===== config.mk =====
export PLATFORM = sky130hd
export DESIGN_NAME = instFetch
export DESIGN_NICKNAME = d
export VERILOG_FILES = /design/src/rtl/cpuPkg.sv /design/src/rtl/instFetch.sv
export SDC_FILE = /design/constraint.sdc
export NUM_CORES = 2
export LEC_CHECK = 0
export BUFFER_PORTS_ARGS = -buffer_cell sky130_fd_sc_hd__clkbuf_2
export CORE_ASPECT_RATIO = 1.4
export CORE_MARGIN = 1.5
export CORE_UTILIZATION = 55
export CTS_CLUSTER_SIZE = 30
export DETAILED_ROUTE_END_ITERATION = 10
export HOLD_SLACK_MARGIN = 0.08
export PLACE_DENSITY = 0.77
export SLEW_MARGIN = 10
export SYNTH_ARGS = -nofsm -noshare
export SYNTH_HDL_FRONTEND = slang
export SYNTH_SLANG_ARGS = --single-unit

===== constraint.sdc =====
create_clock -name CLK -period 6.5 [get_ports CLK]
set_input_delay 1.625 -clock CLK [delete_from_list [all_inputs] [get_ports CLK]]
set_output_delay 1.625 -clock CLK [all_outputs]
set_load 0.02 [all_outputs]

===== src/rtl/cpuPkg.sv =====
package cpuPkg;

    // Data and address word
    typedef logic [31:0] wordT;

    // Raw instruction word
    typedef logic [31:0] instT;

    // Register index, x0..x31
    typedef logic [4:0] regAddrT;

    localparam int REG_COUNT = 32;

    // ALU operations for the supported subset
    typedef enum logic [2:0] {
        ALU_ADD = 3'd0,
        ALU_SUB = 3'd1,
        ALU_AND = 3'd2,
        ALU_OR  = 3'd3,
        ALU_SLT = 3'd4
    } aluOpT;

    // Major opcodes
    localparam logic [6:0] OP_RTYPE  = 7'b0110011;
    localparam logic [6:0] OP_ITYPE  = 7'b0010011;
    localparam logic [6:0] OP_LOAD   = 7'b0000011;
    localparam logic [6:0] OP_STORE  = 7'b0100011;
    localparam logic [6:0] OP_BRANCH = 7'b1100011;

    // funct3 values
    localparam logic [2:0] F3_ADDSUB = 3'b000;  // add, sub, addi
    localparam logic [2:0] F3_SLT    = 3'b010;
    localparam logic [2:0] F3_OR     = 3'b110;
    localparam logic [2:0] F3_AND    = 3'b111;
    localparam logic [2:0] F3_WORD   = 3'b010;  // lw, sw
    localparam logic [2:0] F3_BEQ    = 3'b000;

    // Instruction memory, word addressed
    localparam int IMEM_WORDS     = 64;
    localparam int IMEM_ADDR_BITS = 6;

    // Data memory, word addressed
    localparam int DMEM_WORDS     = 64;
    localparam int DMEM_ADDR_BITS = 6;

endpackage


===== src/rtl/instFetch.sv =====
`timescale 1ns/1ps

module instFetch import cpuPkg::*; (
    input  logic                      CLK,
    input  logic                      reset,
    input  logic                      run,
    input  logic                      imemWrite,
    input  logic [IMEM_ADDR_BITS-1:0] imemAddr,
    input  instT                      imemData,
    input  logic                      branchTaken,
    input  wordT                      branchOffset,
    output wordT                      pc,
    output instT                      instruction
);

    instT imem [IMEM_WORDS];  // Program storage, no reset

    wordT seqPc;
    wordT targetPc;
    wordT nextPc;
    logic [IMEM_ADDR_BITS-1:0] fetchIndex;

    assign seqPc    = pc + 32'd4;
    assign targetPc = pc + branchOffset;  // Offset already carries bit 0 = 0
    assign nextPc   = branchTaken ? targetPc : seqPc;

    // Word index from the byte PC
    assign fetchIndex  = pc[IMEM_ADDR_BITS+1:2];
    assign instruction = imem[fetchIndex];

    // Program counter holds while halted
    always_ff @(posedge CLK) begin
        if (reset) begin
            pc <= '0;
        end else if (run) begin
            pc <= nextPc;
        end
    end

    // Load port is only open while the core is halted
    always_ff @(posedge CLK) begin
        if (imemWrite && !run) begin
            imem[imemAddr] <= imemData;
        end
    end

endmodule


# Yosys cells after proc, flatten, opt, wreduce, memory -nomap -nowiden

Memory sizes are Yosys's and may differ from the RTL's. A register that Yosys moved wholly into a read port is not among the register bits.
Cells that the tools add are included.

Input bits: 75
Output and inout port bits: 64
Memories kept: 1
RAM bits: 2048
Word-level logic and storage cells: 11
Register bits: 32

Memories:

| memory | words | width | rd ports | clocked after memory_dff | wr ports | RTL line        | text |
|---|---|---|---|---|---|---|---|
| imem   | 64    | 32    | 1        | 1                        | 1        | instFetch.sv:16 | `instT imem [IMEM_WORDS];` |

$add $sub $neg: 2
Mux-type cells: 5
Reductions and logical operators: 2

Operators by type and width:

| cell                    | number |
|---|---|
| $add A32 B3 Y32 const B | 1 |
| $add A32 B32 Y32        | 1 |
| $mux W32                | 1 |
| $mux W6                 | 2 |
| $mux W1                 | 2 |
| $logic_and A1 B1 Y1     | 1 |
| $logic_not A1 Y1        | 1 |

# Logic depth before layout (Yosys ltp)

Depth after elaboration: 4
Depth in mapped cells: 11
Mapped depth without buffers: 11

# Worst setup path before layout

OpenSTA, ideal clock, no wires.

Path kind: input to register
Start point: in imemAddr[3]
End point: mem imem[48][0] in the netlist's numbering, enable pin
Library setup time: 0.461 ns
Setup slack: 1.501 ns
Data required time: 6.039 ns
Data arrival time: 4.538 ns
Stages on the path: 4
Path buffers: 1
Cell sequence: clkbuf_1 > nand4b_1 > or3_1 > nor3_1

RTL lines:

| element         | RTL line        | text |
|---|---|---|
| start, declared | instFetch.sv:8  | `input logic [IMEM_ADDR_BITS-1:0] imemAddr,` |
| end, declared   | instFetch.sv:16 |  |

No word-level cell before the write port.

==> flow_summary.toml <==
[run_status]
outcome = "finished clean"

[sta]
relSlewSlack = 0.0875
worstMarginPinSlew_ns = 1.37
fmax_ghz = 0.176
whs_ns = 0.484
period_minus_slack_ns = 5.69
setup_viol = 0
period_share = 0.876
skew_ns = 0.0289
rsz0062_at_grt = "false"
hold_violations = 0
drv_slew = 0
tns_ns = 0

[setup_path]
cp_data_arrival_time_ns = 4.07
startpoint_type = "flop"
cp-end-kind = "output port"
r2r_start = "pc[10]"
r2r_slack_ns = 3.19
critical_path_peak_fanout = 50
ff2ff_path_depth = 9
r2r-end = "pc[31]"
critical_path_class = "reg -> out"
cp.required_ns = 4.88

[clock_network]
post_cts_resized = 0
clock_latency_ns = 0.82
cts_tree = "built"
postCtsSetupRepairBufs = 0
numCtsBuffers = 181
cts_sinks = 2086
clock-root-buffer = "clkbuf_16"
clk_pin_slew_worst_paths_ns = 0.07
cts_max_path_buffers = 3
hold_buffers = 0
cts_max_level = 4

[flow_run]
maxCapViolCount = 0

[synthesis]
synth_compound_area_frac = 0.0155
synth_top_family_by_area = "multiplexers"
synth_fp_nets = 3612
synth_fa_ha_area_frac = 0.00516
synth_async_sr_flop_share = 0
synth.distinct_cells = 65
postSynthAreaPerCell_um2 = 23.3
yosys.area.top_type = "edfxtp_1"
synth_edf_count = 2048
synthXorXnorAreaFrac = 0.00258
yosysWarnings = 0
yosysSeqAreaShare = 0.764
muxShareOfSynthArea = 0.186
yosysTopAreaCellShare = 0.755
yosysMostFrequentCell = "edfxtp_1"
synth-seq-cells = 2086
yosys.area_share.simple = 0.0154
synthCells = 3504
yosys-top-cells-area = "edfxtp_1, mux4_2, dfxtp_1, nor2_1, ha_1"
syn_area_um2 = 81500
synthTopCellsByCount = "edfxtp_1, mux4_2, nor2_1"
synth_flop_cell = "edfxtp_1"

[cells_and_area]
area_delta_synth_final_pct = 12.1
drive_gt1_frac = 0.327
layout.nets = 3890

[global_routing]
grt_pass1_wl_um = 306000
grt_pass1_vias = 41400
gr-total-overflow = 0
grt_max_degree = 112
grt_antenna_before_repair = 10
track_usage = 0.293

[pwr]
switching_power_mw = 6.21
peakVddDrop_mv = 0.337
clkPwrFrac = 0.380
seqPwrFrac = 0.540
switching_share = 0.225
p_comb_frac = 0.080
p_leak_nw = 27.9
p_int_mw = 21.4
p_per_area_nw_per_um2 = 303

[die]
die_h_um = 458
core_um2 = 147000
die_w_um = 328
start_util = 0.556
num_rows = 166
dieArea_um2 = 150000
ios = 139

[drt]
drc = 0
drt_iter0_markers = 5762
first_pass_iters = 7
post_drt_wl_per_cell_um = 37.0
ant_nets = 0
via_count = 40400
wl_um = 217000
vias_per_cell = 6.89

[min_path]
hold_depth = 2
hold_path_end = "pc[0]"
hp-start = "pc[0]"
hp-class = "reg -> reg"

[place]
gp_congestion = 0.893
post-dp-hpwl_um = 119000
io_buffers = 138
layout make-up:
cell class                      instances  area, um2
Antenna cell                            3       7.51
Clock buffer                          223       4730
Timing Repair Buffer                  284       2090
Fill cell                            9385      55300
Multi-Input combinational cell       1213      18800
Sequential cell                      2086      62300
Clock inverter                        107        933
Tap cell                             1932       2420
Inverter                               16       60.1
metrics by stage:
stage	instance area, um2	power [mW]	instances	utilization	setup slack [ns]
floorplan	81500	16.6	3504	-	1.50
global placement	85600	17.3	5530	0.584	1.58
detailed placement	85600	17.4	5530	0.584	1.56
CTS	91300	27.7	5860	0.623	0.699
global route	91300	28.3	5862	0.623	0.589
finish	91300	27.7	5864	0.623	0.807
layer usage:
metal	wire length, um	GRT usage	vias to the layer above
li1	-	-	15600
met1	71300	0.368	21100
met2	110000	0.491	3056
met3	24300	0.0645	585
met4	10700	0.133	10
met5	59	0	-
kinds of logic (layout without fill, tap and decap cells):
kind of cell,count (synthesis),after routing
muxes,691,691
AOI/OAI and AO/OA,193,193
adders and majority gates,33,33
other,0,3
buffers and inverters,205,630
xor gates and xnor gates,24,24
DFF,2086,2086
and+or+nand+nor,272,272
state kept, by name, indices dropped and copies added, names as in the netlist, named ones only:
register / flops
imem: 2048
pc: 32
power groups by stage:
stage               clock network (mW)  registers [mW]  logic, mW
detailed placement                   0            15.2       2.17
global placement                     0            15.2       2.14
floorplan                            0            15.2       1.41
CTS                               10.6            14.9       2.21
global route                      11.0            14.9       2.33
finish                            10.5            14.9       2.22
worst max path at each step:
stage,depth (start not counted),slack (ns),end
detailed placement,6,1.56,instruction[29]
floorplan,4,1.50,imem[48][0]
finish,6,0.81,instruction[24]
global route,6,0.59,instruction[24]
CTS,6,0.70,instruction[29]
global placement,6,1.58,instruction[29]
cell usage in the layout (no fill, tap or decap), drive strengths merged, types with 4 or more instances in the layout:
cell type	instances
and2	4
a21oi	56
clkinv	86
bufinv	11
xnor2	16
or3	5
nand2b	6
nor3	23
nor2	113
buf	150
nand3	22
nand4	13
dfxtp	38
inv	23
a211oi	16
a2111oi	6
o21ai	39
o21a	5
a31oi	7
edfxtp	2048
mux2	16
xor2	8
a21o	16
o31ai	6
and3	6
a31o	5
nor2b	7
mux2i	16
mux4	659
nand2	56
nand3b	6
clkbuf	357
a221oi	4
ha	32
o21bai	5
worst max-delay path, cell delays in order (launching register included):
cell,delay (ns)
dfxtp_4,0.59
buf_12,0.33
buf_12,0.39
mux4_2,0.57
mux4_2,0.55
mux4_2,0.58
clkbuf_2,0.20
(Power assumes the default switching activity.)
