<file path="config.mk">
export PLATFORM = sky130hd
export DESIGN_NAME = dataMemory
export DESIGN_NICKNAME = d
export VERILOG_FILES = /design/src/rtl/cpuPkg.sv /design/src/rtl/dataMemory.sv
export SDC_FILE = /design/constraint.sdc
export NUM_CORES = 2
export LEC_CHECK = 0
export ABC_AREA = 1
export BUFFER_PORTS_ARGS = -buffer_cell sky130_fd_sc_hd__buf_2
export CAP_MARGIN = 20
export CORE_UTILIZATION = 44
export DETAILED_ROUTE_END_ITERATION = 16
export PLACE_DENSITY = 0.63
export SLEW_MARGIN = 0
export SYNTH_ARGS = -nofsm -noshare
export SYNTH_HDL_FRONTEND = slang
export SYNTH_SLANG_ARGS = --single-unit
</file>
<file path="constraint.sdc">
create_clock -name CLK -period 2.5 [get_ports CLK]
set_input_delay 0.125 -clock CLK [delete_from_list [all_inputs] [get_ports CLK]]
set_output_delay 0.125 -clock CLK [all_outputs]
set_load 0.005 [all_outputs]
</file>
<file path="src/rtl/cpuPkg.sv">
package cpuPkg;

    // Data and address word
    typedef logic [31:0] wordT;

    // Raw instruction word
    typedef logic [31:0] instT;

    // Register index, x0..x31
    typedef logic [4:0] regAddrT;

    localparam int REG_COUNT = 32;

    // ALU operations for the supported subset
    typedef enum logic [2:0] {
        ALU_ADD = 3'd0,
        ALU_SUB = 3'd1,
        ALU_AND = 3'd2,
        ALU_OR  = 3'd3,
        ALU_SLT = 3'd4
    } aluOpT;

    // Major opcodes
    localparam logic [6:0] OP_RTYPE  = 7'b0110011;
    localparam logic [6:0] OP_ITYPE  = 7'b0010011;
    localparam logic [6:0] OP_LOAD   = 7'b0000011;
    localparam logic [6:0] OP_STORE  = 7'b0100011;
    localparam logic [6:0] OP_BRANCH = 7'b1100011;

    // funct3 values
    localparam logic [2:0] F3_ADDSUB = 3'b000;  // add, sub, addi
    localparam logic [2:0] F3_SLT    = 3'b010;
    localparam logic [2:0] F3_OR     = 3'b110;
    localparam logic [2:0] F3_AND    = 3'b111;
    localparam logic [2:0] F3_WORD   = 3'b010;  // lw, sw
    localparam logic [2:0] F3_BEQ    = 3'b000;

    // Instruction memory, word addressed
    localparam int IMEM_WORDS     = 64;
    localparam int IMEM_ADDR_BITS = 6;

    // Data memory, word addressed
    localparam int DMEM_WORDS     = 64;
    localparam int DMEM_ADDR_BITS = 6;

endpackage

</file>
<file path="src/rtl/dataMemory.sv">
`timescale 1ns/1ps

module dataMemory import cpuPkg::*; (
    input  logic CLK,
    input  logic reset,
    input  wordT address,
    input  logic writeEnable,
    input  wordT storeData,
    input  wordT aluResult,
    input  logic memToReg,
    output wordT writeBack
);

    wordT mem [DMEM_WORDS];

    logic [DMEM_ADDR_BITS-1:0] wordIndex;

    assign wordIndex = address[DMEM_ADDR_BITS+1:2];  // Byte offset dropped

    always_ff @(posedge CLK) begin
        if (reset) begin
            for (int i = 0; i < DMEM_WORDS; i++) begin
                mem[i] <= '0;
            end
        end else if (writeEnable) begin
            mem[wordIndex] <= storeData;
        end
    end

    // Loaded word for lw, ALU result otherwise
    assign writeBack = memToReg ? mem[wordIndex] : aluResult;

endmodule

</file>
# Word level (Yosys, flattened, before mapping)
# Memories as Yosys holds them, arrays and structs flattened.
# Index checks and enable logic that the tools add are counted.
classes:
  muxes: 9
  n_reduce_logical: 1
ops:
  columns: ["cell", "count"]
  rows:
  - ["2-to-1 mux 32 bit", 2]
  - ["OR reduction 32 bit", 1]
  - ["2-to-1 mux 1 bit", 6]
  - ["2-to-1 mux 6 bit", 1]
totals:
  reg_bits: 0
  mem_bits_rw: 2048
  in_bits: 100
  out_inout_bits: 32
  elab_cells: 11
  memories: 1
memory_table:
  columns: ["memory", "depth", "width", "read_ports", "rd_clocked_by_memory_dff", "wr", "line_no", "rtl"]
  rows:
  - ["mem", 64, 32, 1, 0, 64, "dataMemory.sv:14", "wordT mem [DMEM_WORDS];"]

# Logic depth before layout (Yosys ltp)
depth:
  word_depth: 5
  depth_mapped: 16
  mapped_depth_nobuf: 13

# Worst setup path before layout
# OpenSTA, ideal clock, no wires.
synth_timing:
  path_type: "input to register"
  startpoint: "input address[3]"
  endpoint: "memory mem[9][0] (netlist name) (enable)"
  setup_time_ps: 389
  arrival_time_ps: 2103
  required_time_ps: 2111
  setup_slack_ps: 8
  cell_stages: 8
  n_path_buf: 3
  cell_sequence: "buf_2 > buf_2 > nor2_1 > inv_1 > nor2_1 > nand3_1 > clkbuf_1 > nand2_1"
synth_rtl:
  columns: ["item", "line_no", "rtl"]
  rows:
  - ["start: declaration", "dataMemory.sv:6", "input wordT address,"]
  - ["end: declaration", "dataMemory.sv:14", null]

# Final worst setup path
layout_timing:
  startpoint: "memory mem[18][30] (netlist name)"
  endpoint: "output writeBack[30]"
layout_via:
  elab_chain_cells: 2
layout_rtl:
  columns: ["item", "line_no", "rtl"]
  rows:
  - ["memory read (64 x 32 bit)", null, null]
  - ["2-to-1 mux 32 bit", "dataMemory.sv:31", "assign writeBack = memToReg ? mem[wordIndex] : aluResult;"]
  - ["end: declaration", "dataMemory.sv:11", "output wordT writeBack"]
# No other way between the ends.

==> flow_metrics.tcl <==
set metrics [dict create \
    track_usage_pct 28.6 \
    peakVddDrop_uv 777 \
    cts_made_buffers 215 \
    dpl.hpwl_um 194000 \
    leakage_nw 49.8 \
    routed_wl_um 316000 \
    design.core.area_um2 215000 \
    syn-num-nets 11200 \
    fin_crit_sh_pct 108 \
    switching_power_mw 20.2 \
    drt_iter0_markers 9199 \
    grt_max_degree 75 \
    largest_register_ffs 2048 \
    dieHeight_um 469 \
    crit_path_start "mem[18][30]" \
    layout_commonest_cell "nand2_1" \
    p_sw_share_pct 25.3 \
    netlist_area_um2 95800 \
    grt_pass1_vias 70600 \
    rows 170 \
    viasPerCell 5.35 \
    slew_headroom_pct 22.5 \
    ys_seq_elements 2048 \
    nets 11200 \
    io_buffers 105 \
    yosysSeqAreaShare_pct 64.2 \
    yosysTopAreaCell "edfxtp_1" \
    post-route-min-period_ps 2700 \
    timing.fmax_mhz 371 \
    max-cap-violations 0 \
    rsz0062_at_grt "true" \
    synth_area_leaders "edfxtp_1 64%, nand2_1 23%, nor2_1 8.3%, clkbuf_1 2.6%, buf_2 0.69%" \
    initial_core_util_pct 44.5 \
    dieArea_um2 220000 \
    finalWorstSetupSlack_ps -195 \
    final.setup.tns_ps -660 \
    dr.pass1.iters 6 \
    cp-start-kind "flop" \
    via_count 75400 \
    cts_max_level 4 \
    fin_util_pct 52.3 \
    finalHoldViolations 0 \
    p_comb_share_pct 10.9 \
    grt_overflow 0 \
    pwr-share-clk_pct 39.0 \
    setup_viol 14 \
    largestRegisters "mem: 2048 flops" \
    layout_common_cells "5352 x nand2_1, 2063 x nor2_1, 2048 x edfxtp_1" \
    synth.avg_cell_area_um2 8.66 \
    powerDensity_nw_per_um2 708 \
    grt_pass1_wl_um 462000 \
    clk_path_buf_depth 3 \
    wire_per_inst_um 22.4 \
    netlist_instances 11100 \
    io_pins 132 \
    min_path_type "primary input to flop" \
    required_ps 2380 \
    crit_path_end_kind "output port" \
    drc_errors 0 \
    worstMarginPinSlew_ps 1160 \
    endpoint "writeBack[30]" \
    antenna_found_initial 5 \
    area_growth_pct 17.6 \
    yosysTopAreaCellShare_pct 64.2 \
    critPathKind "flop to output port" \
    drive_gt1_share_pct 14.0 \
    violations "negative setup slack" \
    die_x_um 469 \
    cts_tree "yes" \
    critPathArrivalTime_ps 2570 \
    internal_power_mw 59.6 \
    ant_nets 0 \
    largest_register "mem" \
    status "finished, violations left" \
    clockRootBuffer "clkbuf_16" \
    cts.clk_slew.worst_paths_ps 60 \
    seqPwrFrac_pct 50.1 \
    report.final.slew_viol_count 0 \
    clock_sinks 2048 \
    crit_path_max_fanout 1 \
    gp_congestion 1.01 \
    n_fill_cell 19300 \
    ys_warn_count 0 \
    ys_types 19 \
]
[timing repair]
action | CTS | global route
endpoints found under the setup margin | 32 | 32
buffers inserted | 0 | 0
hold endpoints to repair | 622 | 0
hold buffers | 20 | 0
resized for setup | 569 | 295
pin swaps | 187 | 256
[cell usage after synthesis (all sizes together)]
| cell | count |
|---|---|
| nand3 | 49 |
| a21boi | 2 |
| o21ai | 7 |
| o211ai | 4 |
| nor4 | 6 |
| inv | 121 |
| buf | 161 |
| or2 | 34 |
| edfxtp | 2048 |
| nand2 | 5830 |
| a21oi | 8 |
| nor3 | 12 |
| nor2 | 2126 |
| clkbuf | 664 |
[cell families after synthesis]
group / after synthesis / share of synthesized area (%)
simple gates: 8057 / 31.8
buf+inv: 946 / 3.88
flops: 2048 / 64.2
compound gates: 21 / 0.125
[layer usage]
layer / wire length, um / global-route usage [%] / up-vias
li1: - / - / 34800
met1: 123000 / 38.9 / 36300
met2: 141000 / 43.4 / 3790
met3: 31700 / 4.68 / 568
met4: 19400 / 16.6 / 0
met5: 0 / 0 / -
[worst max-delay path: stages (launching register included)]
cell	delay, ps
edfxtp_1	450
o211ai_1	200
nand2_1	90
o21ai_2	150
buf_6	130
nand2_1	60
nor2_2	120
nand3_2	110
buf_12	160
nand2_4	50
inv_2	30
buf_6	100
[power groups by stage]
stage | sequential, mW | clock (mW) | combinational (mW)
2_1_floorplan | 40.6 | 0 | 4.25
4_1_cts | 39.9 | 31.4 | 8.36
3_3_place_gp | 40.6 | 0 | 7.90
5_1_grt | 40.1 | 32.7 | 9.32
3_5_place_dp | 40.7 | 0 | 7.96
6_report | 39.9 | 31.2 | 8.70
[how the worst min path moves through the flow]
stage / start / endpoint / slack, ps / cells past startpoint
global route: storeData[10] / mem[28][10] / -5 / 4
detailed placement: storeData[14] / mem[44][14] / 510 / 3
finish: storeData[10] / mem[28][10] / 30 / 4
floorplan: aluResult[0] / writeBack[0] / 370 / 2
CTS: storeData[7] / mem[40][7] / 1 / 4
global placement: storeData[14] / mem[44][14] / 500 / 3
[metrics by stage]
stage          power, mW  worst slack [ps]  hold WS, ps  instances  cell area, um^2
2_1_floorplan       44.8              7.74          367      11100            95800
3_3_place_gp        48.5             -54.6          500      13700           103000
3_5_place_dp        48.6             -51.1          505      13700           103000
4_1_cts             79.7              -206         1.39      14100           112000
5_1_grt             82.1              -287        -4.78      14100           113000
6_report            79.8              -195         25.1      14100           113000
[cell type report]
cell class / count / area (um^2) / share of cell area, %
Inverter: 121 / 548 / 0.486
Clock buffer: 269 / 5650 / 5.01
Sequential cell: 2048 / 61500 / 54.6
Multi-Input combinational cell: 8078 / 33400 / 29.6
Tap cell: 2838 / 3550 / 3.15
Clock inverter: 125 / 1090 / 0.965
Timing Repair Buffer: 619 / 6930 / 6.15
Antenna cell: 4 / 10.0 / 0.00888
(Power assumes the default switching activity.)
