<file path="config.mk">
export PLATFORM = sky130hd
export DESIGN_NAME = registerFile
export DESIGN_NICKNAME = d
export VERILOG_FILES = /design/src/rtl/cpuPkg.sv /design/src/rtl/registerFile.sv
export SDC_FILE = /design/constraint.sdc
export NUM_CORES = 2
export LEC_CHECK = 0
export BUFFER_PORTS_ARGS = -buffer_cell sky130_fd_sc_hd__buf_2
export CORE_MARGIN = 2
export CORE_UTILIZATION = 50
export CTS_CLUSTER_DIAMETER = 150
export CTS_CLUSTER_SIZE = 20
export DETAILED_ROUTE_END_ITERATION = 10
export PLACE_DENSITY = 0.66
export SETUP_SLACK_MARGIN = 0.1
export SLEW_MARGIN = 0
export SYNTH_ARGS = -nofsm -noshare
export SYNTH_HDL_FRONTEND = slang
export SYNTH_SLANG_ARGS = --single-unit
</file>
<file path="constraint.sdc">
create_clock -name CLK -period 2.7 [get_ports CLK]
set_input_delay 0.405 -clock CLK [delete_from_list [all_inputs] [get_ports CLK]]
set_output_delay 0.405 -clock CLK [all_outputs]
set_load 0.01 [all_outputs]
</file>
<file path="src/rtl/cpuPkg.sv">
package cpuPkg;

    // Data and address word
    typedef logic [31:0] wordT;

    // Raw instruction word
    typedef logic [31:0] instT;

    // Register index, x0..x31
    typedef logic [4:0] regAddrT;

    localparam int REG_COUNT = 32;

    // ALU operations for the supported subset
    typedef enum logic [2:0] {
        ALU_ADD = 3'd0,
        ALU_SUB = 3'd1,
        ALU_AND = 3'd2,
        ALU_OR  = 3'd3,
        ALU_SLT = 3'd4
    } aluOpT;

    // Major opcodes
    localparam logic [6:0] OP_RTYPE  = 7'b0110011;
    localparam logic [6:0] OP_ITYPE  = 7'b0010011;
    localparam logic [6:0] OP_LOAD   = 7'b0000011;
    localparam logic [6:0] OP_STORE  = 7'b0100011;
    localparam logic [6:0] OP_BRANCH = 7'b1100011;

    // funct3 values
    localparam logic [2:0] F3_ADDSUB = 3'b000;  // add, sub, addi
    localparam logic [2:0] F3_SLT    = 3'b010;
    localparam logic [2:0] F3_OR     = 3'b110;
    localparam logic [2:0] F3_AND    = 3'b111;
    localparam logic [2:0] F3_WORD   = 3'b010;  // lw, sw
    localparam logic [2:0] F3_BEQ    = 3'b000;

    // Instruction memory, word addressed
    localparam int IMEM_WORDS     = 64;
    localparam int IMEM_ADDR_BITS = 6;

    // Data memory, word addressed
    localparam int DMEM_WORDS     = 64;
    localparam int DMEM_ADDR_BITS = 6;

endpackage

</file>
<file path="src/rtl/registerFile.sv">
`timescale 1ns/1ps

module registerFile import cpuPkg::*; (
    input  logic    CLK,
    input  logic    reset,
    input  regAddrT rs1,
    input  regAddrT rs2,
    input  regAddrT rd,
    input  logic    writeEnable,
    input  wordT    writeData,
    output wordT    readData1,
    output wordT    readData2
);

    wordT regs [REG_COUNT];

    // x0 always reads zero
    assign readData1 = (rs1 == '0) ? '0 : regs[rs1];
    assign readData2 = (rs2 == '0) ? '0 : regs[rs2];

    always_ff @(posedge CLK) begin
        if (reset) begin
            for (int i = 0; i < REG_COUNT; i++) begin
                regs[i] <= '0;
            end
        end else if (writeEnable && rd != '0) begin
            regs[rd] <= writeData;
        end
    end

endmodule

</file>
# --- Word-level counts from Yosys, hierarchy flattened ---
# Memories as Yosys holds them, arrays and structs flattened.
# Index checks and enable logic that the tools add are counted.
# Widths: inputs -> output; s select.
totals:
  ff_bits: 0
  ramBits: 1024
  in_bits: 50
  elab_cells: 16
  n_memories: 1
memory_table:
  columns: ["name", "words", "word_bits", "rd", "rd_clocked_by_memory_dff", "write_ports", "line_no", "source"]
  rows:
  - ["regs", 32, 32, 2, 0, 32, "registerFile.sv:15", "wordT regs [REG_COUNT];"]
classes:
  n_mux: 10
  n_reduce_logical: 5
op_table:
  columns: ["operator", "count"]
  rows:
  - ["$mux 32", 3]
  - ["$reduce_or 32->1", 1]
  - ["$logic_not 5->1", 2]
  - ["$mux 1", 6]
  - ["$mux 5", 1]
  - ["$reduce_bool 5->1", 1]
  - ["$logic_and 1x1->1", 1]

# --- Logic depth before layout (Yosys ltp) ---
depth:
  depth_word: 7
  ltp_mapped: 9

# --- Least setup slack after synthesis ---
# Ideal clock, no wire load.
synth_timing:
  path_kind: "input to output"
  from: "input port rs2[0]"
  to: "output port readData2[3]"
  t_arrival_ps: 2075
  path_slack_ps: 220
  path_stages: 7
  cell_sequence: "clkbuf_1 buf_6 buf_6 buf_6 mux4_2 a2111oi_0 nor3_1"
synth_between:
  elab_chain_cells: 2
synth_rtl:
  columns: ["element", "line_no", "source"]
  rows:
  - ["start, declared", "registerFile.sv:7", "input regAddrT rs2,"]
  - ["$mem_v2 32x32 or $logic_not 5->1 (tied branches)", null, null]
  - ["$mux 32 *", "registerFile.sv:19", "assign readData2 = (rs2 == '0) ? '0 : regs[rs2];"]
  - ["end, declared", "registerFile.sv:12", "output wordT readData2"]
# Mark *: on every way between the ends. The rest lies on a longest branch, timed or not.

==> run_results.csv <==
group,metric,value,unit
final_layout,drive_gt1_frac,0.374,
final_layout,largest-register,"regs",
final_layout,layout.area.seq,0.0307,mm^2
power,peakVddDrop,0.000588,V
synth,ys_ff_latch,1024,
final_layout,fin_nets,3848,
timing,fmax,325,MHz
final_layout,final_cell_mix,"edfxtp_1, and2_1, mux4_2",
floorplan,ios,114,
clocking,cts_made_buffers,57,
detailed_routing,ant_nets,0,
detailed_routing,via_per_inst,6.87,
synth,ys.flop_type,"edfxtp_1",
outcome,violations,"negative setup slack",
synth,syn_area,0.0542,mm^2
detailed_routing,drt-pass1-iter-count,6,
hold_path,whs_endpoint,"regs[23][29]",
floorplan,dieWidth,333,um
final_layout,mostFrequentLayoutCell,"edfxtp_1",
placed_design,placed_cell_area,0.0595,mm^2
grt,grt_pass1_wl,264000,um
clocking,cts_sinks,1024,
timing,worst_pin_slew,1050,ps
detailed_routing,via_count,35817,
timing,final.min_clock_period,3070,ps
critical_path,arrival,2670,ps
placed_design,place_inst,5089,
critical_path,crit_type,"flip-flop to primary output",
final_layout,reg_top3,"regs: 1024 flops",
synth,synth_cells,3502,
synth,synth_edf_count,1024,
final_layout,design_area,0.0636,mm^2
floorplan,num_rows,120,
power,leakage,22.3,nW
grt,antenna_found_initial,19,
clocking,clock_path_buffers,3,
synth,synth_cell_types,42,
placed_design,pre_cts_ws,-543,ps
timing,drv_slew,0,
grt,grt_max_degree,48,
final_layout,multi_input_area,0.0237,mm^2
synth,ys.warnings.count,0,
placed_design,routabilityCongestion,0.930,
floorplan,die_h,333,um
placed_design,place_hpwl,118000,um
synth,synth_area_per_cell,15.5,um^2
detailed_routing,drt_iter0_markers,5382,
detailed_routing,wire_per_inst,35.7,um
outcome,run_status,"complete, but fails checks",
final_layout,final_core_util,0.592,
hold_path,hold_path_depth,2,
timing,hold_viol,0,
synth,synthArstFlopShare,0,
critical_path,worstPathRequired,2300,ps
timing,rsz0062_at_grt,"true",
grt,grt_pass1_vias,36742,
timing,holdWs,343,ps
critical_path,cp_slowest_cell,"mux4_2",
critical_path,cpPeakStageDelay,550,ps
clocking,cts_tree,"done",
clocking,path_clk_slew,90,ps
power,p_per_area,531,mW/mm^2
final_layout,syn_to_final_growth,17.2,%
final_layout,n_fill_cell,7880,
clocking,htree_levels,2,
critical_path,critPathMostFrequentCell,"mux4_2",
timing,setup_viol,61,
hold_path,hp-start,"writeData[29]",
critical_path,crit_family,"multiplexers",
floorplan,initial_core_util,0.505,
timing,fin_crit_sh,1.14,
final_layout,final_cells,5212,
final_layout,largest_reg_flops,1024,
floorplan,coreArea,0.107,mm^2
detailed_routing,routed_wl,186000,um
critical_path,crit_chain,"mux4_2 -> mux4_2 -> o22ai_4 -> buf_6 -> nor3_2 -> buf_2",
critical_path,cp_max_fo,2,
clocking,holdBufCountCts,0,
placed_design,port_buffers,113,
hold_path,holdCritPathClass,"input port to flip-flop",
grt,grtUsageTotal,0.333,
floorplan,die-area,0.111,mm^2
grt,grt_overflow,0,
clocking,root_buffer,"clkbuf_16",
flow_run,maxCapViolCount,0,
critical_path,cp.buffers_inverters,2,
critical_path,cp-end-kind,"primary output",
critical_path,worstSetupStartpointType,"flip-flop",
timing,relSlewSlack,0.295,
timing,setup_slack,-375,ps
synth,ys_seq_area_frac,0.567,
detailed_routing,drc_errors,0,
kinds of logic (layout without fill, tap and decap cells):
| family | after synthesis | in the layout | share of synthesized area |
|---|---|---|---|
| other | 1 | 41 | 0.0000691 |
| and+or+nand+nor | 1177 | 1177 | 0.133 |
| DFF | 1024 | 1024 | 0.567 |
| muxes | 652 | 652 | 0.230 |
| buffers and inverters | 389 | 656 | 0.0331 |
| AOI/OAI and AO/OA | 259 | 259 | 0.0365 |
layer usage:
layer	GRT usage	part of all wire	wire, um
met2	0.515	0.46	85900
met5	0	0.00055	102
met3	0.0712	0.12	21700
met4	0.166	0.056	10400
met1	0.451	0.37	67900
cells in the mapped netlist, drive strengths merged (3+ instances only):
library cell / count / share of area
buf: 115 / 0.014
edfxtp: 1024 / 0.57
mux2i: 150 / 0.028
nor3: 54 / 0.0050
nor2b: 14 / 0.0016
nand2b: 5 / 0.00058
a21oi: 12 / 0.0011
a211oi: 7 / 0.00097
or2: 33 / 0.0038
a32o: 4 / 0.00074
a22oi: 16 / 0.0022
nand2: 7 / 0.00048
nor2: 36 / 0.0025
mux2: 30 / 0.0062
mux4: 472 / 0.20
and3: 3 / 0.00035
nand3b: 5 / 0.00069
nor4b: 3 / 0.00060
or3b: 4 / 0.00065
and2: 995 / 0.11
a22o: 51 / 0.0082
o22ai: 103 / 0.012
a2111oi: 55 / 0.0098
nand3: 5 / 0.00046
a221oi: 4 / 0.00065
clkbuf: 272 / 0.019
o21ai: 4 / 0.00037
nor4: 6 / 0.00069
cell type report:
cell class                      count  area share
Sequential cell                  1024       0.484
Multi-Input combinational cell   2120       0.373
Timing Repair Buffer              593      0.0912
Tap cell                         1403      0.0276
Clock buffer                       59      0.0232
Clock inverter                      2    0.000394
Antenna cell                        9    0.000354
Inverter                            2    0.000118
worst max-delay path by stage:
stage	cells after the start	to	slack (ps)	start
3_5_place_dp	9	readData2[25]	-540	rs2[0]
2_1_floorplan	7	readData2[3]	220	rs2[0]
5_1_grt	6	readData1[15]	-400	regs[29][15]
6_report	6	readData1[24]	-370	regs[23][24]
4_1_cts	6	readData1[15]	-390	regs[30][15]
3_3_place_gp	9	readData2[22]	-550	rs2[0]
metrics by stage:
step	setup TNS (ps)	total power (W)
floorplan	0	0.0218
global placement	-16540	0.0241
detailed placement	-17380	0.0243
CTS	-15890	0.0336
global route	-17050	0.0345
finish	-14180	0.0338
timing repair:
item / in CTS / in global routing
cloned: 3 / 0
buffers inserted: 43 / 13
pin swaps: 128 / 32
gates resized for setup: 290 / 49
setup endpoints to repair: 64 / 64
report_power, final:
part	switching [W]	internal [W]
Clock	0.00519	0.00388
Sequential	0.000493	0.0183
Combinational	0.00312	0.00276
Total	0.00881	0.0250
(Power assumes the default switching activity.)
