--- config.mk ---
export PLATFORM = sky130hd
export DESIGN_NAME = decodeControl
export DESIGN_NICKNAME = d
export VERILOG_FILES = /design/src/rtl/cpuPkg.sv /design/src/rtl/decodeControl.sv
export SDC_FILE = /design/constraint.sdc
export NUM_CORES = 1
export LEC_CHECK = 0
export ABC_AREA = 1
export ABC_CLOCK_PERIOD_IN_PS = 1500
export BUFFER_PORTS_ARGS = -buffer_cell sky130_fd_sc_hd__buf_2
export CELL_PAD_IN_SITES_DETAIL_PLACEMENT = 0
export CELL_PAD_IN_SITES_GLOBAL_PLACEMENT = 1
export CORE_MARGIN = 2
export CORE_UTILIZATION = 18
export DETAILED_ROUTE_END_ITERATION = 8
export GPL_TIMING_DRIVEN = 0
export PLACE_DENSITY = 0.81
export SETUP_SLACK_MARGIN = 0.5
export SKIP_LAST_GASP = 1
export SLEW_MARGIN = 40
export SYNTH_ARGS = -nofsm -noshare
export SYNTH_HDL_FRONTEND = slang
export SYNTH_SLANG_ARGS = --single-unit
export TNS_END_PERCENT = 100
--- constraint.sdc ---
create_clock -name vclk -period 1.5
set_input_delay 0.45 -clock vclk [all_inputs]
set_output_delay 0.45 -clock vclk [all_outputs]
set_load 0.01 [all_outputs]
--- src/rtl/cpuPkg.sv ---
package cpuPkg;

    // Data and address word
    typedef logic [31:0] wordT;

    // Raw instruction word
    typedef logic [31:0] instT;

    // Register index, x0..x31
    typedef logic [4:0] regAddrT;

    localparam int REG_COUNT = 32;

    // ALU operations for the supported subset
    typedef enum logic [2:0] {
        ALU_ADD = 3'd0,
        ALU_SUB = 3'd1,
        ALU_AND = 3'd2,
        ALU_OR  = 3'd3,
        ALU_SLT = 3'd4
    } aluOpT;

    // Major opcodes
    localparam logic [6:0] OP_RTYPE  = 7'b0110011;
    localparam logic [6:0] OP_ITYPE  = 7'b0010011;
    localparam logic [6:0] OP_LOAD   = 7'b0000011;
    localparam logic [6:0] OP_STORE  = 7'b0100011;
    localparam logic [6:0] OP_BRANCH = 7'b1100011;

    // funct3 values
    localparam logic [2:0] F3_ADDSUB = 3'b000;  // add, sub, addi
    localparam logic [2:0] F3_SLT    = 3'b010;
    localparam logic [2:0] F3_OR     = 3'b110;
    localparam logic [2:0] F3_AND    = 3'b111;
    localparam logic [2:0] F3_WORD   = 3'b010;  // lw, sw
    localparam logic [2:0] F3_BEQ    = 3'b000;

    // Instruction memory, word addressed
    localparam int IMEM_WORDS     = 64;
    localparam int IMEM_ADDR_BITS = 6;

    // Data memory, word addressed
    localparam int DMEM_WORDS     = 64;
    localparam int DMEM_ADDR_BITS = 6;

endpackage

--- src/rtl/decodeControl.sv ---
`timescale 1ns/1ps

module decodeControl import cpuPkg::*; (
    input  instT    instruction,
    output regAddrT rs1,
    output regAddrT rs2,
    output regAddrT rd,
    output wordT    immediate,
    output logic    regWrite,
    output logic    aluSrc,
    output logic    memWrite,
    output logic    memToReg,
    output logic    branch,
    output aluOpT   aluOp
);

    logic [6:0] opcode;
    logic [2:0] funct3;
    logic       funct7b5;

    wordT immI;
    wordT immS;
    wordT immB;

    assign opcode   = instruction[6:0];
    assign funct3   = instruction[14:12];
    assign funct7b5 = instruction[30];  // Selects sub over add

    assign rs1 = instruction[19:15];
    assign rs2 = instruction[24:20];
    assign rd  = instruction[11:7];

    // Sign-extended immediates per format
    assign immI = {{20{instruction[31]}}, instruction[31:20]};
    assign immS = {{20{instruction[31]}}, instruction[31:25], instruction[11:7]};
    assign immB = {{19{instruction[31]}}, instruction[31], instruction[7],
                   instruction[30:25], instruction[11:8], 1'b0};

    always_comb begin
        // Safe defaults, nothing gets written
        regWrite  = 1'b0;
        aluSrc    = 1'b0;
        memWrite  = 1'b0;
        memToReg  = 1'b0;
        branch    = 1'b0;
        aluOp     = ALU_ADD;
        immediate = immI;

        case (opcode)
            OP_RTYPE: begin
                regWrite = 1'b1;
                case (funct3)
                    F3_ADDSUB: aluOp = funct7b5 ? ALU_SUB : ALU_ADD;
                    F3_SLT:    aluOp = ALU_SLT;
                    F3_OR:     aluOp = ALU_OR;
                    F3_AND:    aluOp = ALU_AND;
                    default:   regWrite = 1'b0;  // Not in the subset
                endcase
            end
            OP_ITYPE: begin
                aluSrc   = 1'b1;
                regWrite = (funct3 == F3_ADDSUB);  // addi only
            end
            OP_LOAD: begin
                aluSrc   = 1'b1;
                memToReg = 1'b1;
                regWrite = (funct3 == F3_WORD);
            end
            OP_STORE: begin
                aluSrc    = 1'b1;
                immediate = immS;
                memWrite  = (funct3 == F3_WORD);
            end
            OP_BRANCH: begin
                immediate = immB;
                aluOp     = ALU_SUB;  // Zero flag gives equality
                branch    = (funct3 == F3_BEQ);
            end
            default: ;
        endcase
    end

endmodule

# Yosys cells after proc, flatten, opt, wreduce, memory -nomap -nowiden
# Index checks and enable logic that the tools add are counted.
# W data, S select, Z words.
[totals] out_inout_bits=55 wordCells=21 in_bits=32 ff_bits=0
[classes] n_eq_ne=8 n_reduce_logical=3 mux=10
[op_table] cell="$pmux W12 S2" count=1
[op_table] cell="$eq A7 B6 Y1 const B" count=2
[op_table] cell="$pmux W3 S4" count=1
[op_table] cell="$eq A7 B2 Y1 const B" count=1
[op_table] cell="$eq A7 B5 Y1 const B" count=1
[op_table] cell="$eq A7 B7 Y1 const B" count=1
[op_table] cell="$eq A3 B3 Y1 const B" count=2
[op_table] cell="$mux W1" count=6
[op_table] cell="$pmux W3 S2" count=1
[op_table] cell="$reduce_or A4 Y1" count=1
[op_table] cell="$eq A3 B2 Y1 const B" count=1
[op_table] cell="$logic_not A3 Y1" count=1
[op_table] cell="$pmux W1 S3" count=1
[op_table] cell="$reduce_or A3 Y1" count=1

# Depth between registers and ports, before layout
[logic_depth] ltp_word=4 mapped_depth=7 ltp_nobuf=7

# Worst setup path before layout
# No wires, ideal clock.
[synth_timing] kind="in2out" startpoint="input port instruction[2]" endpoint="output port memWrite" arrival_time_ns=1.024 path_buffers=1 setup_slack_ns=0.026 path_stages=6 t_required_ns=1.050 path_cell_list="inv_1 > nand2_2 > nor2_8 > buf_8 > nand3_2 > nor2_2"
[synth_between] elab_chain_cells=2
[synth_lines] item="from (decl)" line_no="decodeControl.sv:4" rtl="input instT instruction,"
[synth_lines] item="$eq A7 B6 Y1" line_no="decodeControl.sv:49" rtl="case (opcode)"
[synth_lines] item="$mux W1" line_no="decodeControl.sv:49"
[synth_lines] item="to (decl)" line_no="decodeControl.sv:11" rtl="output logic memWrite,"
# Every way passes these cells.

# Worst setup path after layout
[layout_timing] startpoint="input port instruction[2]" endpoint="output port regWrite"
[layout_between] elab_chain_cells=2 elab_cells_between_ends=4 classes_between="eq/ne (3); mux (1)"
[layout_lines] item="$eq A7 B2 Y1, or another cell as far along" line_no="decodeControl.sv:49"
[layout_lines] item="$pmux W1 S3 (*)" line_no="decodeControl.sv:49"
[layout_lines] item="to (decl)" line_no="decodeControl.sv:9" rtl="output logic regWrite,"
# Every way passes the cells marked *; elsewhere a longest branch is shown, timed or not.

==> impl_results.md <==
- Status: finished with violations
- Violated checks: setup timing
- Kind of launch point of the worst setup path: input pin
- Data required, critical path: 1.05 ns
- Antenna diode count: 0
- Static Leakage: 1.01 nW
- Layout Nets: 223
- Final cell count without fillers: 235
- Reg area: 0 um2
- Vias in the first global route: 870
- Final-layout clock buffer total: 0
- Setup violation total in the final timing report: 14
- Peak supply drop: 136 uV
- Number of nets in the synthesized netlist: 135
- Routed vias/inst: 3.77
- Cells taking the most area after synthesis: buf_4 (49%), nand2_1 (12%), nand3_1 (8.0%)
- Sum of routed wire length over all layers: 2550 um
- Series of cell instances along the critical path: buf_8 -> inv_8 -> nand2_8 -> nor2_8 -> buf_12 -> buf_8 -> nand3_1 -> nand3_2 -> buf_6
- GRT Residual Overflow: 0
- Worst setup startpoint: instruction[2]
- Overall fraction of global-route tracks in use: 0.123
- Proportion of synthesized chip area in sequential cells: 0
- Detail-routed net length per standard cell: 10.9 um
- Biggest area consumer among synthesized cells: buf_4
- Number of antenna violations at the first check in global routing: 0
- Cell area after placement: 1310 um2
- Maximum fanout along the worst path: 5
- Relative area change from synthesis to final layout: 213%
- Layout Utilization: 0.586
- Actual transition at the worst max-transition pin: 0.187 ns
- Remaining routing DRC violations: 0
- Wire length of the first global-routing pass: 4040 um
- Tightest Hold Check Type: input pin to output port
- Number of iterations in the first detailed-routing pass: 4
- Pwr per Cell Area: 260 nW/um2
- Floorplan Core Area: 3340 um2
- Post-layout instance area: 1960 um2
- Worst path most repeated cell: buf_8
- CP max stage delay: 0.12 ns
- Remaining max-slew budget at the tightest pin: 0.874
- Syn Inst Count: 103
- Type of element capturing the critical path: output port
- Mapped cell area: 624 um2
- Port Buf Inserts: 77
- Max-Cap Viols: 0
- Post-synth top area share: 0.493
- Area of the die: 3960 um2
- Highest attainable clock frequency: 587 MHz
- Library cell contributing the largest single delay on the critical path: buf_12
- Hold-fix buffers, CTS: 0
- Final HPWL from detailed placement: 1580 um
- Total negative setup slack: -2.21 ns
- Setup Slack @ Placement: -0.286 ns
- Clock period minus final worst setup slack: 1.70 ns
- Final max-slew violation count: 0
- Worst Path Class, Setup: input pin to output port
- Die Width: 62.9 um
- Number of hold-slack violations in the final timing report: 0
- Seq_cells: 0
- Die Ht: 62.9 um
- Signal arrival time at the worst endpoint: 1.25 ns
- Final setup slack of the worst path: -0.205 ns
- Antenna violation net count after detailed routing: 0
- Post-route clock period utilization: 1.14
- Mean instance size in the synthesized netlist: 6.06 um2
- Launch point of the worst hold path: instruction[17]
- Largest net degree at the start of global routing: 7
- Cell Rows: 21
- Number of placed instances, taps included: 226
- Top-level port count: 87
- Total power consumption of the routed design: 0.508 mW
- Layout cell share with drive strength beyond 1: 0.852
- Worst hold-check slack: 1.05 ns
- Initial cell density of the core: 0.187
- First-iteration detailed-routing DRC count: 7
- Global placement routability congestion: 0.769
- RSZ-0062 raised after global routing: true
- Distinct cell type count after synthesis: 15
- Synth Warn #: 0
- Detailed-route via count: 885
## worst paths after layout
path  endpoint  slack, ns  cells after the start
max   regWrite      -0.20                      9
min     rs1[2]       1.05                      2
## Yosys cell counts (all sizes together)
master and instances:
nand2 24, nor2 11, nand3b 1, nand4 2
buf 42, inv 9, o21ai 2, nand3 12
## placed cells by master (no fill, tap or decap), types with 3 or more instances in the layout
master,count
buf_6,105
buf_2,13
nand2_1,12
nand2_2,8
nand3_1,6
nor2_4,5
nand3_2,5
buf_16,5
inv_2,4
nand2_4,3
nor2_1,3
## power breakdown
group          leakage (nW)  internal (mW)  switching [mW]
Combinational          1.01          0.330           0.179
Sequential                0              0               0
Clock                     0              0               0
Total                  1.01          0.330           0.179
## cells by family after synthesis
family / share of synthesized area
compound gates: 0.0160
simple gates: 0.413
buf+inv: 0.571
## layout make-up
class / count / area, um2
plain buffers: 42 / 477
fillers: 293 / 1380
inverters: 9 / 60.1
multi-input cells: 52 / 377
well taps: 46 / 57.6
repair buffers: 86 / 986
## critical path: cells and delay by family
family / cells / cell delay [ns]
buf+inv: 5 / 0.48
simple gates: 4 / 0.32
## per-layer routing
metal	up-vias	wire length, um	track usage
met5	-	0	0
met4	0	0	0
met3	0	194	0.0144
met2	48	1340	0.229
met1	384	1020	0.158
li1	453	-	-
## what timing repair did
action / 4_1_cts / 5_1_grt
setup endpoints to repair: 55 / 55
buffers inserted: 5 / 0
endpoints found under the hold margin: 0 / 0
pin swaps: 12 / 2
resized for setup: 87 / 7
cloned: 4 / 0
Note: power is estimated with default switching activity, not from simulation.
