$ cat config.mk
export PLATFORM = sky130hd
export DESIGN_NAME = aluExecute
export DESIGN_NICKNAME = d
export VERILOG_FILES = /design/src/rtl/cpuPkg.sv /design/src/rtl/aluExecute.sv
export SDC_FILE = /design/constraint.sdc
export NUM_CORES = 1
export LEC_CHECK = 0
export ABC_AREA = 1
export BUFFER_PORTS_ARGS = -buffer_cell sky130_fd_sc_hd__buf_2
export CAP_MARGIN = 25
export CORE_ASPECT_RATIO = 0.5
export CORE_MARGIN = 2
export CORE_UTILIZATION = 39
export DETAILED_ROUTE_END_ITERATION = 10
export MAX_ROUTING_LAYER = met4
export SYNTH_ARGS = -nofsm -noshare
export SYNTH_HDL_FRONTEND = slang
export SYNTH_SLANG_ARGS = --single-unit
$ cat constraint.sdc
create_clock -name vclk -period 5.7
set_input_delay 1.14 -clock vclk [all_inputs]
set_output_delay 1.14 -clock vclk [all_outputs]
set_load 0.005 [all_outputs]
$ cat src/rtl/cpuPkg.sv
package cpuPkg;

    // Data and address word
    typedef logic [31:0] wordT;

    // Raw instruction word
    typedef logic [31:0] instT;

    // Register index, x0..x31
    typedef logic [4:0] regAddrT;

    localparam int REG_COUNT = 32;

    // ALU operations for the supported subset
    typedef enum logic [2:0] {
        ALU_ADD = 3'd0,
        ALU_SUB = 3'd1,
        ALU_AND = 3'd2,
        ALU_OR  = 3'd3,
        ALU_SLT = 3'd4
    } aluOpT;

    // Major opcodes
    localparam logic [6:0] OP_RTYPE  = 7'b0110011;
    localparam logic [6:0] OP_ITYPE  = 7'b0010011;
    localparam logic [6:0] OP_LOAD   = 7'b0000011;
    localparam logic [6:0] OP_STORE  = 7'b0100011;
    localparam logic [6:0] OP_BRANCH = 7'b1100011;

    // funct3 values
    localparam logic [2:0] F3_ADDSUB = 3'b000;  // add, sub, addi
    localparam logic [2:0] F3_SLT    = 3'b010;
    localparam logic [2:0] F3_OR     = 3'b110;
    localparam logic [2:0] F3_AND    = 3'b111;
    localparam logic [2:0] F3_WORD   = 3'b010;  // lw, sw
    localparam logic [2:0] F3_BEQ    = 3'b000;

    // Instruction memory, word addressed
    localparam int IMEM_WORDS     = 64;
    localparam int IMEM_ADDR_BITS = 6;

    // Data memory, word addressed
    localparam int DMEM_WORDS     = 64;
    localparam int DMEM_ADDR_BITS = 6;

endpackage

$ cat src/rtl/aluExecute.sv
`timescale 1ns/1ps

module aluExecute import cpuPkg::*; (
    input  wordT  operandA,
    input  wordT  registerB,
    input  wordT  immediate,
    input  logic  aluSrc,
    input  aluOpT aluOp,
    input  logic  branch,
    output wordT  aluResult,
    output logic  branchTaken
);

    wordT operandB;
    logic zero;

    // Immediate for I and S formats, register otherwise
    assign operandB = aluSrc ? immediate : registerB;

    always_comb begin
        case (aluOp)
            ALU_ADD: aluResult = operandA + operandB;
            ALU_SUB: aluResult = operandA - operandB;
            ALU_AND: aluResult = operandA & operandB;
            ALU_OR:  aluResult = operandA | operandB;
            ALU_SLT: begin
                // Signed compare
                aluResult = ($signed(operandA) < $signed(operandB)) ? 32'd1 : 32'd0;
            end
            default: aluResult = '0;
        endcase
    end

    assign zero = (aluResult == '0);

    // beq decodes to sub, so zero means equal operands
    assign branchTaken = branch && zero;

endmodule

# After elaboration in Yosys (flattened, before gate mapping)
# Cells that the tools add are included.
classes:
  add_sub_neg: 2
  n_mul: 0
  n_div: 0
  order_cmp: 1
  n_eq_ne: 4
  n_shift: 0
  muxes: 3
  bitwise: 2
  n_reduce_logical: 3
op_table:
  columns: ["operator", "n"]
  rows:
  - ["$pmux 32 s5", 1]
  - ["$add 32x32->32", 1]
  - ["$and 32x32->32", 1]
  - ["$logic_not 32->1", 1]
  - ["$lt 32x32->1", 1]
  - ["$mux 32", 1]
  - ["$or 32x32->32", 1]
  - ["$sub 32x32->32", 1]
  - ["$eq 3x2->1 const B", 2]
  - ["$eq 3x1->1 const B", 1]
  - ["$eq 3x3->1 const B", 1]
  - ["$logic_not 3->1", 1]
  - ["$logic_and 1x1->1", 1]
  - ["$mux 1", 1]
totals:
  regBits: 0
  latchBits: 0
  mem_bits_rw: 0
  mem_bits_ro: 0
  input_bits: 101
  output_inout_bits: 33
  elab_cells: 15
  memories: 0

# Logic depth before layout (Yosys ltp)
depth:
  ltp_word: 6
  mapped_depth: 25

# Least setup slack after synthesis
# Ideal clock, no wire load.
synth_path:
  kind: "input to output"
  from: "in aluSrc"
  to: "out branchTaken"
  arrival_time_ps: 3784
  required_ps: 4560
  path_slack_ps: 776
  path_stages: 20
  cell_sequence: "clkbuf_1 clkbuf_1 nand2_1 o21ai_0 inv_1 ha_1 fa_1 nand3b_1 nand2_2 nand2_1 nand2_1 nand2_1 nand2_1 a21oi_1 or2_1 nand3_1 nand3_1 nor2_1 nand3_1 nor2_1"
synth_lines:
  columns: ["element", "line_no", "rtl"]
  rows:
  - ["start, declared", "aluExecute.sv:7", "input logic aluSrc,"]
  - ["$mux 32 (*)", "aluExecute.sv:18", "assign operandB = aluSrc ? immediate : registerB;"]
  - ["$sub 32x32->32 (tied with other cells)", "aluExecute.sv:23", "ALU_SUB: aluResult = operandA - operandB;"]
  - ["$pmux 32 s5 (*)", "aluExecute.sv:21", "case (aluOp)"]
  - ["via aluResult[24]", "aluExecute.sv:10", "output wordT aluResult,"]
  - ["$logic_not 32->1 (*)", "aluExecute.sv:34", "assign zero = (aluResult == '0);"]
  - ["$logic_and 1x1->1 (*)", "aluExecute.sv:37", "assign branchTaken = branch && zero;"]
  - ["end, declared", "aluExecute.sv:11", "output logic branchTaken"]
# Mark *: on every way through the listed nets, which the timed path passes. The rest lies on a longest branch.

# Final worst setup path
layout_path:
  from: "in aluSrc"
  to: "out branchTaken"
layout_via:
  elab_chain_cells: 6
layout_lines:
  columns: ["element", "line_no", "rtl"]
  rows:
  - ["$mux 32 (*)", "aluExecute.sv:18", null]
  - ["$lt 32x32->1", "aluExecute.sv:28", "aluResult = ($signed(operandA) < $signed(operandB)) ? 32'd1 : 32'd0;"]
  - ["$mux 1", "aluExecute.sv:28", null]
  - ["$pmux 32 s5 (*)", "aluExecute.sv:21", null]
  - ["$logic_not 32->1 (*)", "aluExecute.sv:34", null]
  - ["$logic_and 1x1->1 (*)", "aluExecute.sv:37", null]
# Every way passes the cells marked *; elsewhere a longest branch is shown, timed or not.

==> impl_metrics.env <==
export IMPL_status="complete, no violations"
export IMPL_synth_common_cells="393 x nand2_1, 277 x inv_1, 176 x nor2_1"
export IMPL_dr_total_vias=8979
export IMPL_grt_use_met1=0.472
export IMPL_rsz0062_at_grt="false"
export IMPL_first_pass_iters=6
export IMPL_seq_area_sq_um=0
export IMPL_syn_nets=1594
export IMPL_crit_arrival_ns=4.32
export IMPL_hold_viol=0
export IMPL_setup_worst_path_end_class="primary output"
export IMPL_gr_max_usage_layer="met2"
export IMPL_min_path_type="primary input to primary output"
export IMPL_synth_top_cell_area_share=0.212
export IMPL_layout_drive_gt1_share=0.163
export IMPL_gp_congestion=1.03
export IMPL_grt_pass1_wl_microns=46100
export IMPL_fmax_mhz=183
export IMPL_syn_inst=1385
export IMPL_remaining_drc_errors=0
export IMPL_die_w_microns=193
export IMPL_grt_overflow=0
export IMPL_whs_ns=2.72
export IMPL_hpwl_microns=26000
export IMPL_grt_pass1_vias=8354
export IMPL_start_util=0.399
export IMPL_required_ns=4.56
export IMPL_hp_start="aluOp[0]"
export IMPL_ys_types=38
export IMPL_instances_no_fill=1751
export IMPL_worst_path_dominant_cell_family="simple AND/OR/NAND/NOR gates"
export IMPL_core_area_sq_mm=0.0174
export IMPL_grt_use_met2=0.490
export IMPL_gr_usage_all_layers=0.325
export IMPL_die_height_microns=98.4
export IMPL_clockBufferCount=0
export IMPL_cp_startpoint="aluSrc"
export IMPL_seq_area_frac_synth=0
export IMPL_slowest_delay_ns=0.41
export IMPL_cp_slowest_cell="ha_1"
export IMPL_p_leak_nw=4.99
export IMPL_crit_buf_inv=4
export IMPL_synth_area_leader_cell="nand2_1"
export IMPL_crit_type="primary input to primary output"
export IMPL_pin_count=134
export IMPL_dieArea_sq_mm=0.0190
export IMPL_min_period_ns=5.46
export IMPL_syn_mean_instance_area_sq_um=5.02
export IMPL_startpoint_type="primary input"
export IMPL_critPathMaxFanout=21
export IMPL_final_util=0.463
export IMPL_postRouteAntennaNets=0
export IMPL_nets=1727
export IMPL_rows=34
export IMPL_grt_max_degree=43
export IMPL_antenna_found_initial=1
export IMPL_worst_pin_slew_ns=0.753
export IMPL_final_max_slew_viol_count=0
export IMPL_seq_cells=0
export IMPL_worstPathCellList="buf_6 -> buf_12 -> o21ai_0 -> ha_1 -> inv_1 -> nand2_1 -> nor3_2 -> and3_1 -> nand2_1 -> nand2_1 -> nand2_1 -> nand3_1 -> nand2_1 -> nor2_1 -> nand2_1 -> nor2_1 -> nand2_1 -> nor2_1 -> buf_2"
export IMPL_drv_cap=0
export IMPL_p_per_area_mw_per_mm2=117
export IMPL_crit_top_cell="nand2_1"
export IMPL_port_buffers=134
export IMPL_hold_buffers=0
export IMPL_yosysMostFrequentCell="nand2_1"
export IMPL_ys_warn_count=0
export IMPL_synth_area_sq_mm=0.00695
export IMPL_slew_headroom=0.497
export IMPL_setup_viol=0
export IMPL_dp_cells=1748
export IMPL_drt_initial_drc_count=796
export IMPL_wire_per_inst_microns=17.3
export IMPL_synthToLayoutAreaGrowth_pct=15.8
export IMPL_ir_drop_v=0.0000514
export IMPL_vias_per_cell=5.13
export IMPL_grt_use_met3=0.0341
export IMPL_finalCritPeriodShare=0.958
export IMPL_routed_wirelength_microns=30300
export IMPL_synthTopCellsByArea="nand2_1 21%, ha_1 19%, inv_1 15%"
## path summary, 6_finish.rpt
check                       to  slack (ns)  cells after the start
setup / recovery   branchTaken        0.24                     19
hold / removal    aluResult[0]        2.72                      5
## kinds of logic after synthesis
logic type,after synthesis,share of synthesized area
AO/OA/AOI/OAI,184,0.142
XOR/XNOR,1,0.00126
adder cells (fa/ha/maj),108,0.197
buffers and inverters,321,0.187
AND/OR/NAND/NOR,771,0.472
## worst min-delay path: stages
cell and delay, ns:
buf_2 0.10, o21ai_0 0.07, nand2_1 0.11, inv_1 0.05
buf_2 0.12
## cells in the final DEF (no fill, tap or decap), types with 2 or more instances in the layout
cell type,instances
nand2_1,389
inv_1,276
nor2_1,172
buf_2,133
nand3_1,117
a21oi_1,95
ha_1,95
o21ai_0,46
buf_4,31
nor2_2,22
nand2_2,19
o21ai_1,18
nand4_1,16
nor3_1,13
o21bai_1,10
ha_2,10
inv_2,7
nand3_2,6
a21oi_2,5
nor3_2,5
nand3b_1,3
o21ai_2,2
or2_1,2
o21a_1,2
a31oi_1,2
and3_1,2
nor4_1,2
fa_1,2
buf_6,2
## report_power, final
| part | total (mW) | internal, mW | switching, mW |
|---|---|---|---|
| clock network | 0.0000000177 | 0.0000000177 | 0 |
| registers | 0 | 0 | 0 |
| logic | 0.939 | 0.304 | 0.635 |
## layer usage
metal | vias up | routed length, microns
met4 | 0 | 480
li1 | 4538 | -
met2 | 317 | 12500
met1 | 4092 | 14900
met3 | 32 | 2500
met5 | - | 0
## stage by stage
step           power, mW  setup slack (ns)  TNS [ns]  cell area (sq um)
3_5_place_dp       0.899            -0.108    -0.108               7930
5_1_grt             1.04           0.00158         0               8050
2_1_floorplan      0.591             0.776         0               6950
6_report           0.939             0.240         0               8050
4_1_cts            0.904          0.000924         0               7930
3_3_place_gp       0.896           -0.0639   -0.0639               7930
## repair_timing
action | in CTS | in global routing
pin swaps | 0 | 2
setup endpoints to repair | 1 | 1
cloned | 0 | 1
buffers inserted | 0 | 1
gates resized for setup | 2 | 41
## area by class of cell
type | instances | area [sq um]
diodes | 1 | 2.50
well taps | 234 | 293
multi-input cells | 1064 | 5720
inverters | 284 | 1070
repair buffers | 168 | 966
fillers | 2037 | 9350
Note: power is estimated with default switching activity, not from simulation.
